**src/ita_pkg.sv**
```systemverilog
//########################################
// shared widths, typedefs, step/layer enums
// control and beat-position structs
//########################################

package ita_pkg;

  typedef logic [15:0] dim_t;    // matrix dimension or element index
  typedef logic [7:0]  count_t;  // beat inside an inner tile
  typedef logic [7:0]  tile_t;   // tile count or tile index
  typedef logic [23:0] bias_t;   // one lane bias

  typedef enum logic [1:0] {
    layer_linear,
    layer_feedforward
  } layer_e;

  // linear runs matmul only and feedforward runs f1 then f2
  typedef enum logic [1:0] {
    step_idle,
    step_matmul,
    step_f1,
    step_f2
  } step_e;

  typedef struct packed {
    logic   start;
    layer_e layer;
    dim_t   seq_length;
    dim_t   proj_space;
    dim_t   embed_size;
    dim_t   ff_size;
    tile_t  tile_s;  // row tiles
    tile_t  tile_e;
    tile_t  tile_p;
    tile_t  tile_f;
  } ctrl_t;

  // position of the beat accepted in this cycle
  typedef struct packed {
    logic valid;
    logic row_oob;    // row at or past seq_length
    dim_t col_base;   // column of lane 0
    dim_t col_limit;  // output columns of the step
  } beat_pos_t;

endpackage

```
**src/tile_sequencer.sv**
```systemverilog
//########################################
// step FSM, beat/inner/output tile counters
// input join and outstanding-result stall
//########################################

`timescale 1ns/100ps

module tile_sequencer #(
  parameter int unsigned N_LANES    = 4,
  parameter int unsigned TILE_DIM   = 8,
  parameter int unsigned FIFO_DEPTH = 4
) (
  input  logic               clk_i,
  input  logic               rst_ni,
  input  ita_pkg::ctrl_t     ctrl_i,
  input  logic               inp_valid_i,
  input  logic               weight_valid_i,
  input  logic               bias_valid_i,
  input  logic               oup_valid_i,
  input  logic               oup_ready_i,
  output logic               inp_ready_o,
  output logic               weight_ready_o,
  output logic               bias_ready_o,
  output logic               calc_en_o,
  output logic               busy_o,
  output logic               first_inner_tile_o,
  output logic               last_inner_tile_o,
  output ita_pkg::step_e     step_o,
  output ita_pkg::tile_t     tile_x_o,
  output ita_pkg::tile_t     tile_y_o,
  output ita_pkg::tile_t     inner_tile_o,
  output ita_pkg::beat_pos_t beat_pos_o
);
  import ita_pkg::*;

  localparam int unsigned BEATS = TILE_DIM * TILE_DIM / N_LANES;  // beats per inner tile
  localparam int unsigned OW    = $clog2(FIFO_DEPTH + 1);

  step_e         step_d, step_q;
  count_t        count_d, count_q;
  tile_t         inner_d, inner_q;
  tile_t         tile_x_d, tile_x_q;
  tile_t         tile_y_d, tile_y_q;
  logic [OW-1:0] ongoing_d, ongoing_q;  // results still in the output FIFO

  tile_t n_inner;
  tile_t n_tile_x;
  dim_t  col_limit;
  dim_t  row;
  dim_t  col_base;
  logic  active;
  logic  stall;
  logic  accept;
  logic  last_inner;
  logic  push;
  logic  pop;

  // per-step loop bounds with matmul as default
  always_comb begin
    n_inner   = ctrl_i.tile_e;
    n_tile_x  = ctrl_i.tile_p;
    col_limit = ctrl_i.proj_space;
    case (step_q)
      step_f1: begin
        n_tile_x  = ctrl_i.tile_f;
        col_limit = ctrl_i.ff_size;
      end
      step_f2: begin
        n_inner   = ctrl_i.tile_f;
        n_tile_x  = ctrl_i.tile_e;
        col_limit = ctrl_i.embed_size;
      end
      default: ;
    endcase
  end

  assign active     = (step_q != step_idle);
  assign stall      = (ongoing_q >= FIFO_DEPTH);
  assign last_inner = active && (inner_q == n_inner - 1'b1);

  // readies cross over to the partner valid
  assign inp_ready_o    = active && !stall && weight_valid_i;
  assign weight_ready_o = active && !stall && inp_valid_i;
  assign bias_ready_o   = active && !stall && weight_valid_i;
  assign accept         = active && !stall && inp_valid_i && weight_valid_i && bias_valid_i;

  assign calc_en_o          = accept;
  assign busy_o             = active;
  assign first_inner_tile_o = active && (inner_q == '0);
  assign last_inner_tile_o  = last_inner;
  assign step_o             = step_q;
  assign tile_x_o           = tile_x_q;
  assign tile_y_o           = tile_y_q;
  assign inner_tile_o       = inner_q;

  always_comb begin
    step_d   = step_q;
    count_d  = count_q;
    inner_d  = inner_q;
    tile_x_d = tile_x_q;
    tile_y_d = tile_y_q;
    if (!active) begin
      if (ctrl_i.start) begin
        step_d = (ctrl_i.layer == layer_feedforward) ? step_f1 : step_matmul;
      end
    end else if (accept) begin
      if (count_q != count_t'(BEATS - 1)) begin
        count_d = count_q + 1'b1;
      end else begin
        count_d = '0;
        if (!last_inner) begin
          inner_d = inner_q + 1'b1;
        end else begin
          inner_d = '0;
          if (tile_x_q != n_tile_x - 1'b1) begin  // x wraps first
            tile_x_d = tile_x_q + 1'b1;
          end else begin
            tile_x_d = '0;
            if (tile_y_q != ctrl_i.tile_s - 1'b1) begin
              tile_y_d = tile_y_q + 1'b1;
            end else begin
              tile_y_d = '0;
              step_d   = (step_q == step_f1) ? step_f2 : step_idle;
            end
          end
        end
      end
    end
  end

  // results of the last inner tile land in the output FIFO
  assign push = accept && last_inner;
  assign pop  = oup_valid_i && oup_ready_i;

  always_comb begin
    ongoing_d = ongoing_q;
    if (push && !pop) begin
      ongoing_d = ongoing_q + 1'b1;
    end else if (pop && !push) begin
      ongoing_d = ongoing_q - 1'b1;
    end
  end

  assign row      = dim_t'(count_q % TILE_DIM) + dim_t'(tile_y_q) * dim_t'(TILE_DIM);
  assign col_base = dim_t'(count_q / TILE_DIM) * dim_t'(N_LANES)
                  + dim_t'(tile_x_q) * dim_t'(TILE_DIM);

  assign beat_pos_o = '{
    valid:     accept,
    row_oob:   (row >= ctrl_i.seq_length),
    col_base:  col_base,
    col_limit: col_limit
  };

  always_ff @(posedge clk_i or negedge rst_ni) begin
    if (!rst_ni) begin
      step_q    <= step_idle;
      count_q   <= '0;
      inner_q   <= '0;
      tile_x_q  <= '0;
      tile_y_q  <= '0;
      ongoing_q <= '0;
    end else begin
      step_q    <= step_d;
      count_q   <= count_d;
      inner_q   <= inner_d;
      tile_x_q  <= tile_x_d;
      tile_y_q  <= tile_y_d;
      ongoing_q <= ongoing_d;
    end
  end

endmodule

```
**src/pad_lane.sv**
```systemverilog
//########################################
// padding gate for one lane
//########################################

`timescale 1ns/100ps

module pad_lane #(
  parameter int unsigned LANE    = 0,
  parameter int unsigned N_LANES = 4
) (
  input  ita_pkg::beat_pos_t beat_pos_i,
  input  ita_pkg::bias_t     bias_i,
  input  logic               requant_add_i,
  output ita_pkg::bias_t     bias_o,
  output logic               requant_add_o
);
  import ita_pkg::*;

  localparam dim_t OFFSET = dim_t'(LANE % N_LANES);  // column offset from lane 0

  dim_t col;
  logic keep;

  assign col = beat_pos_i.col_base + OFFSET;

  // zero whatever falls outside the output matrix
  assign keep = !beat_pos_i.row_oob && (col < beat_pos_i.col_limit);

  assign bias_o        = keep ? bias_i : '0;
  assign requant_add_o = keep && requant_add_i;

endmodule

```
**src/pad_output_reg.sv**
```systemverilog
//########################################
// output register for all padded lanes
//########################################

`timescale 1ns/100ps

module pad_output_reg #(
  parameter int unsigned N_LANES = 4
) (
  input  logic                          clk_i,
  input  logic                          rst_ni,
  input  logic                          valid_i,
  input  ita_pkg::bias_t [N_LANES-1:0] bias_i,
  input  logic [N_LANES-1:0]            requant_add_i,
  output logic                          pad_valid_o,
  output ita_pkg::bias_t [N_LANES-1:0] bias_pad_o,
  output logic [N_LANES-1:0]            requant_add_o
);
  import ita_pkg::*;

  logic                valid_q;
  bias_t [N_LANES-1:0] bias_q;
  logic [N_LANES-1:0]  requant_q;

  always_ff @(posedge clk_i or negedge rst_ni) begin
    if (!rst_ni) begin
      valid_q <= 1'b0;
    end else begin
      valid_q <= valid_i;  // one-cycle pulse per beat
    end
  end

  // data holds until the next accepted beat
  always_ff @(posedge clk_i) begin
    if (valid_i) begin
      bias_q    <= bias_i;
      requant_q <= requant_add_i;
    end
  end

  assign pad_valid_o   = valid_q;
  assign bias_pad_o    = bias_q;
  assign requant_add_o = requant_q;

endmodule

```
**src/ita_tiler_top.sv**
```systemverilog
//########################################
// tiling controller top level
// sequencer, lane padding gates, output reg
//########################################

`timescale 1ns/100ps

module ita_tiler_top #(
  parameter int unsigned N_LANES    = 4,
  parameter int unsigned TILE_DIM   = 8,
  parameter int unsigned FIFO_DEPTH = 4
) (
  input  logic                          clk_i,
  input  logic                          rst_ni,
  input  ita_pkg::ctrl_t                ctrl_i,
  input  logic                          inp_valid_i,
  input  logic                          weight_valid_i,
  input  logic                          bias_valid_i,
  input  logic                          oup_valid_i,
  input  logic                          oup_ready_i,
  input  ita_pkg::bias_t [N_LANES-1:0] inp_bias_i,
  input  logic                          requant_add_i,
  output logic                          inp_ready_o,
  output logic                          weight_ready_o,
  output logic                          bias_ready_o,
  output logic                          calc_en_o,
  output logic                          busy_o,
  output logic                          first_inner_tile_o,
  output logic                          last_inner_tile_o,
  output ita_pkg::step_e                step_o,
  output ita_pkg::tile_t                tile_x_o,
  output ita_pkg::tile_t                tile_y_o,
  output ita_pkg::tile_t                inner_tile_o,
  output ita_pkg::bias_t [N_LANES-1:0] bias_pad_o,
  output logic [N_LANES-1:0]            requant_add_o,
  output logic                          pad_valid_o
);
  import ita_pkg::*;

  beat_pos_t           beat_pos;
  bias_t [N_LANES-1:0] lane_bias;
  logic [N_LANES-1:0]  lane_requant;

  tile_sequencer #(
    .N_LANES    (N_LANES),
    .TILE_DIM   (TILE_DIM),
    .FIFO_DEPTH (FIFO_DEPTH)
  ) u_sequencer (
    .clk_i              (clk_i),
    .rst_ni             (rst_ni),
    .ctrl_i             (ctrl_i),
    .inp_valid_i        (inp_valid_i),
    .weight_valid_i     (weight_valid_i),
    .bias_valid_i       (bias_valid_i),
    .oup_valid_i        (oup_valid_i),
    .oup_ready_i        (oup_ready_i),
    .inp_ready_o        (inp_ready_o),
    .weight_ready_o     (weight_ready_o),
    .bias_ready_o       (bias_ready_o),
    .calc_en_o          (calc_en_o),
    .busy_o             (busy_o),
    .first_inner_tile_o (first_inner_tile_o),
    .last_inner_tile_o  (last_inner_tile_o),
    .step_o             (step_o),
    .tile_x_o           (tile_x_o),
    .tile_y_o           (tile_y_o),
    .inner_tile_o       (inner_tile_o),
    .beat_pos_o         (beat_pos)
  );

  // requant enable is broadcast to every lane
  for (genvar i = 0; i < N_LANES; i++) begin : gen_lane
    pad_lane #(
      .LANE    (i),
      .N_LANES (N_LANES)
    ) u_pad_lane (
      .beat_pos_i    (beat_pos),
      .bias_i        (inp_bias_i[i]),
      .requant_add_i (requant_add_i),
      .bias_o        (lane_bias[i]),
      .requant_add_o (lane_requant[i])
    );
  end

  pad_output_reg #(
    .N_LANES (N_LANES)
  ) u_pad_output_reg (
    .clk_i         (clk_i),
    .rst_ni        (rst_ni),
    .valid_i       (beat_pos.valid),
    .bias_i        (lane_bias),
    .requant_add_i (lane_requant),
    .pad_valid_o   (pad_valid_o),
    .bias_pad_o    (bias_pad_o),
    .requant_add_o (requant_add_o)
  );

endmodule

```
**config.mk**
```make
export PLATFORM = sky130hd
export DESIGN_NAME = ita_tiler_top
export DESIGN_NICKNAME = d
export VERILOG_FILES = /design/src/ita_pkg.sv /design/src/tile_sequencer.sv /design/src/pad_lane.sv /design/src/pad_output_reg.sv /design/src/ita_tiler_top.sv
export SDC_FILE = /design/constraint.sdc
export NUM_CORES = 1
export LEC_CHECK = 0
export BUFFER_PORTS_ARGS = -buffer_cell sky130_fd_sc_hd__buf_2
export CAP_MARGIN = 20
export CORE_ASPECT_RATIO = 0.7
export CORE_MARGIN = 2
export CORE_UTILIZATION = 49
export DETAILED_ROUTE_END_ITERATION = 6
export HOLD_SLACK_MARGIN = 0.12
export PLACE_DENSITY = 0.85
export SLEW_MARGIN = 20
export SYNTH_ARGS = -nofsm -noshare
export SYNTH_HDL_FRONTEND = slang
export SYNTH_SLANG_ARGS = --single-unit
```
**constraint.sdc**
```tcl
create_clock -name clk_i -period 4.9 [get_ports clk_i]
set_clock_uncertainty 0.05 [all_clocks]
set_input_delay 0.735 -clock clk_i [delete_from_list [all_inputs] [get_ports clk_i]]
set_output_delay 0.735 -clock clk_i [all_outputs]
set_load 0.03 [all_outputs]
```
==> impl_metrics.toml <==
[power]
switching_share = 0.318
clockPowerShare = 0.358
p_total_uw = 3450
p_per_area_nw_per_um2 = 325
pwr-share-comb = 0.219
internal_power_uw = 2350
power.switching_uw = 1100
power.ir.vdd_worst_mv = 0.292
total_leakage_power_uw = 0.00494
seq_power_share = 0.423

[global_routing]
grt_pass1_wl_um = 36900
global_route.usage.total = 0.266
antenna_found_initial = 4
maximum_number_of_pins_on_one_net_before_global_route_repair = 80
grt_overflow = 0
grt_pass1_vias = 6710

[place]
gp_congestion = 0.898
place.detailed.instances = 1275
placement.io_buffers = 336
place.detailed.hpwl_um = 19000

[cts]
number_of_hold_buffers_added_after_cts = 0
tritoncts = "yes"
path_clk_slew_ns = 0.07
post_cts.resized_instances = 0
cts-root-to-sink-buffers = 2
clk_latency_ns = 0.41
cts_setup_buffers = 0
clock_tree.htree_level_count = 4
cell_at_the_root_of_the_clock_tree = "clkbuf_16"
cts_inserted_buffers = 17
cts.sink_count = 138

[synthesis]
ys_seq_area_frac = 0.479
synth-seq-cells = 138
post_synth_instance_area_um2 = 8260
synth_fp_nets = 984
synth_largest_type_area_fraction = 0.364
yosys.area.top_type = "edfxtp_1"
synth_edf_count = 100
synth-main-ff-cell = "edfxtp_1"
async_reset_ff_frac = 0.275
synth.distinct_cells = 83
synthesized_instance_count = 744
ys_top_cells_by_area = "edfxtp_1 (36%), dfrtp_1 (12%), and2_1 (5.9%)"
synth-warning-count = 0
synth_area_per_cell_um2 = 11.1

[drt]
post_drt_via_cell_ratio = 5.46
avgRoutedWirePerCell_um = 18.7
drt_first_iter_violations = 674
total_routed_wirelength_um = 24500
route.vias.total = 7160
drt.antenna.violating_nets = 0
drt-pass1-iter-count = 5
drcViolationCount = 0

[timing]
timing.fmax_mhz = 232
rsz0062_at_grt = "no"
min_period_ns = 4.31
max-slew-margin-rel = 0.328
worst_slew_pin_slew_ns = 1.01
hold_viol_final = 0
setup_viol_count_final = 0
finalSetupTns_ns = 0
final.period_utilization = 0.879
final_max_slew_viol_count = 0

[cells_and_area]
register_area_um2 = 3960
final_net_count = 1309
finish.cell_count_without_fillers = 1311
final_layout_size_suffix_gt1_frac = 0.389
syn_to_final_growth_pct = 28.6
multi_input_area_um2 = 3920
final.fill_count = 1307
fin_util = 0.648

[floorplanning]
core_region_area_um2 = 16400
die-width_um = 159
rows = 39
die-area_um2 = 17900
pin_count = 337
floorplan.die.height_um = 113
initial_standard_cell_utilization_of_the_core = 0.504

[worst_setup_path]
timing.setup.critical_path_class = "register to output pin"
required_ns = 4.12
worstPathArrival_ns = 3.52
crit_path_cell_trace = "nand2_4 -> mux2i_1 -> ha_1 -> nor4b_1 -> mux2i_1 -> nor3_1 -> o211a_1 -> o21a_1 -> and3_1 -> buf_2"
cp.buffers_inverters = 1
max_stage_delay_ns = 0.76
critical_path.most_common_cell = "mux2i_1"
endpoint_kind = "output pin"
critical_path_peak_fanout = 20
crit_path_start_kind = "register"
critical_path.slowest_cell = "dfrtp_1"
critical_path.top_delay_family = "simple AND/OR/NAND/NOR gates"

[worst_hold_path]
worst_hold_path_type = "input pin to async pin"

[status]
run_status = "completed"

[run]
drv.max_cap_violation_count = 0
==> cell type report <==
cell class / instances / share of cell area
clock inverters: 15 / 0.0147
diodes: 4 / 0.000943
inverters: 34 / 0.0120
repair buffers: 345 / 0.165
clock buffers: 17 / 0.0401
flip-flops and latches: 138 / 0.372
well taps: 225 / 0.0265
multi-input cells: 533 / 0.369
==> synth_stat cells (all sizes together), types with 7 or more instances <==
master / instances
a21boi: 8
a21o: 9
a21oi: 25
a22o: 10
and2: 78
and3: 41
buf: 18
clkbuf: 21
dfrtp: 38
edfxtp: 100
ha: 35
inv: 34
mux2: 11
mux2i: 26
nand2: 28
nand3: 26
nand4: 8
nor2: 42
nor2b: 10
nor3: 17
o211ai: 7
o21a: 9
o21ai: 26
xnor2: 25
xor2: 14
==> metal layers <==
layer  vias up  global-route usage  share of wire
li1       3377                   -              -
met1      3440               0.371           0.44
met2       324               0.432           0.48
met3        19              0.0495          0.076
met4         0              0.0703         0.0091
met5         -                   0              0
==> state kept, by name, summed over array words and instances (netlist names) <==
signal	cells
u_pad_output_reg.bias_pad_o	96
u_pad_output_reg.pad_valid_o	1
u_pad_output_reg.requant_add_o	4
u_sequencer.count_q	8
u_sequencer.inner_tile_o	8
u_sequencer.ongoing_q	3
u_sequencer.step_o	2
u_sequencer.tile_x_o	8
u_sequencer.tile_y_o	8
==> through the flow <==
step / setup slack, ns / hold slack (ns) / instance area [um2]
floorplan: 0.495 / 0.389 / 8260
global placement: 1.09 / 0.452 / 10000
detailed placement: 0.949 / 0.459 / 10000
CTS: 0.555 / 0.422 / 10600
global route: 0.235 / 0.450 / 10600
finish: 0.591 / 0.410 / 10600
==> path summary, 6_finish.rpt <==
check                                    startpoint  slack [ns]                              end  cells past startpoint
setup / recovery              u_sequencer.step_o[1]        0.59                last_inner_tile_o                     10
hold / removal                               rst_ni        0.41         u_sequencer.ongoing_q[0]                      1
setup reg to reg            u_sequencer.tile_x_o[0]        0.94  u_pad_output_reg.bias_pad_o[84]                     16
hold reg to reg            u_sequencer.ongoing_q[0]        0.47         u_sequencer.ongoing_q[0]                      1
max in group asynchronous                    rst_ni        3.74            u_sequencer.step_o[0]                      1
min in group clk_i         u_sequencer.ongoing_q[0]        0.47         u_sequencer.ongoing_q[0]                      1
==> logic make-up after synthesis <==
group           Yosys count  share of synthesized area
compound gates          135                      0.118
fa+ha+maj                37                     0.0579
flops                   138                      0.479
xor+xnor                 40                     0.0450
buf+inv                  73                     0.0482
simple gates            284                      0.199
mux                      37                     0.0532
==> power by group through the flow <==
| stage | Combinational (uW) | Clock, uW | Sequential (uW) |
|---|---|---|---|
| 2_1_floorplan | 434 | 0 | 1560 |
| 3_3_place_gp | 736 | 0 | 1480 |
| 3_5_place_dp | 753 | 0 | 1480 |
| 4_1_cts | 757 | 1260 | 1460 |
| 5_1_grt | 826 | 1300 | 1470 |
| 6_report | 757 | 1230 | 1460 |
==> worst reg2reg max path, stage by stage, from the launching register on <==
cell and delay, ns:
dfrtp_1 0.45, ha_1 0.20, inv_1 0.06, fa_1 0.42, nor2b_1 0.14, o21ai_0 0.09
nand2b_1 0.13, nand3_1 0.11, xnor2_1 0.15, ha_1 0.21, a21o_1 0.15, a21oi_1 0.18
a21boi_0 0.30, o21ai_0 0.14, a22oi_1 0.58, buf_4 0.31, and2_1 0.15
==> cell usage in the layout, fill, tap and decap left out, drive strengths merged, types with 3 or more instances in the layout <==
| master | count |
|---|---|
| nand2 | 28 |
| a21boi | 8 |
| o21ai | 26 |
| dfrtp | 38 |
| o21a | 9 |
| and3 | 41 |
| or2 | 5 |
| a21oi | 25 |
| xnor2 | 25 |
| diode | 4 |
| mux2 | 11 |
| and2 | 78 |
| o2111ai | 4 |
| ha | 35 |
| a211o | 3 |
| o211a | 3 |
| a21o | 9 |
| nand4 | 8 |
| nor4 | 6 |
| buf | 345 |
| edfxtp | 100 |
| xor2 | 14 |
| a22oi | 3 |
| nor2b | 10 |
| clkbuf | 17 |
| clkinv | 8 |
| nand3 | 26 |
| nor2 | 42 |
| nand2b | 6 |
| o211ai | 7 |
| a211oi | 5 |
| a22o | 10 |
| a31oi | 3 |
| inv | 40 |
| mux2i | 26 |
| nor3 | 17 |
| nor4b | 6 |
Note: power is estimated with default switching activity, not from simulation.
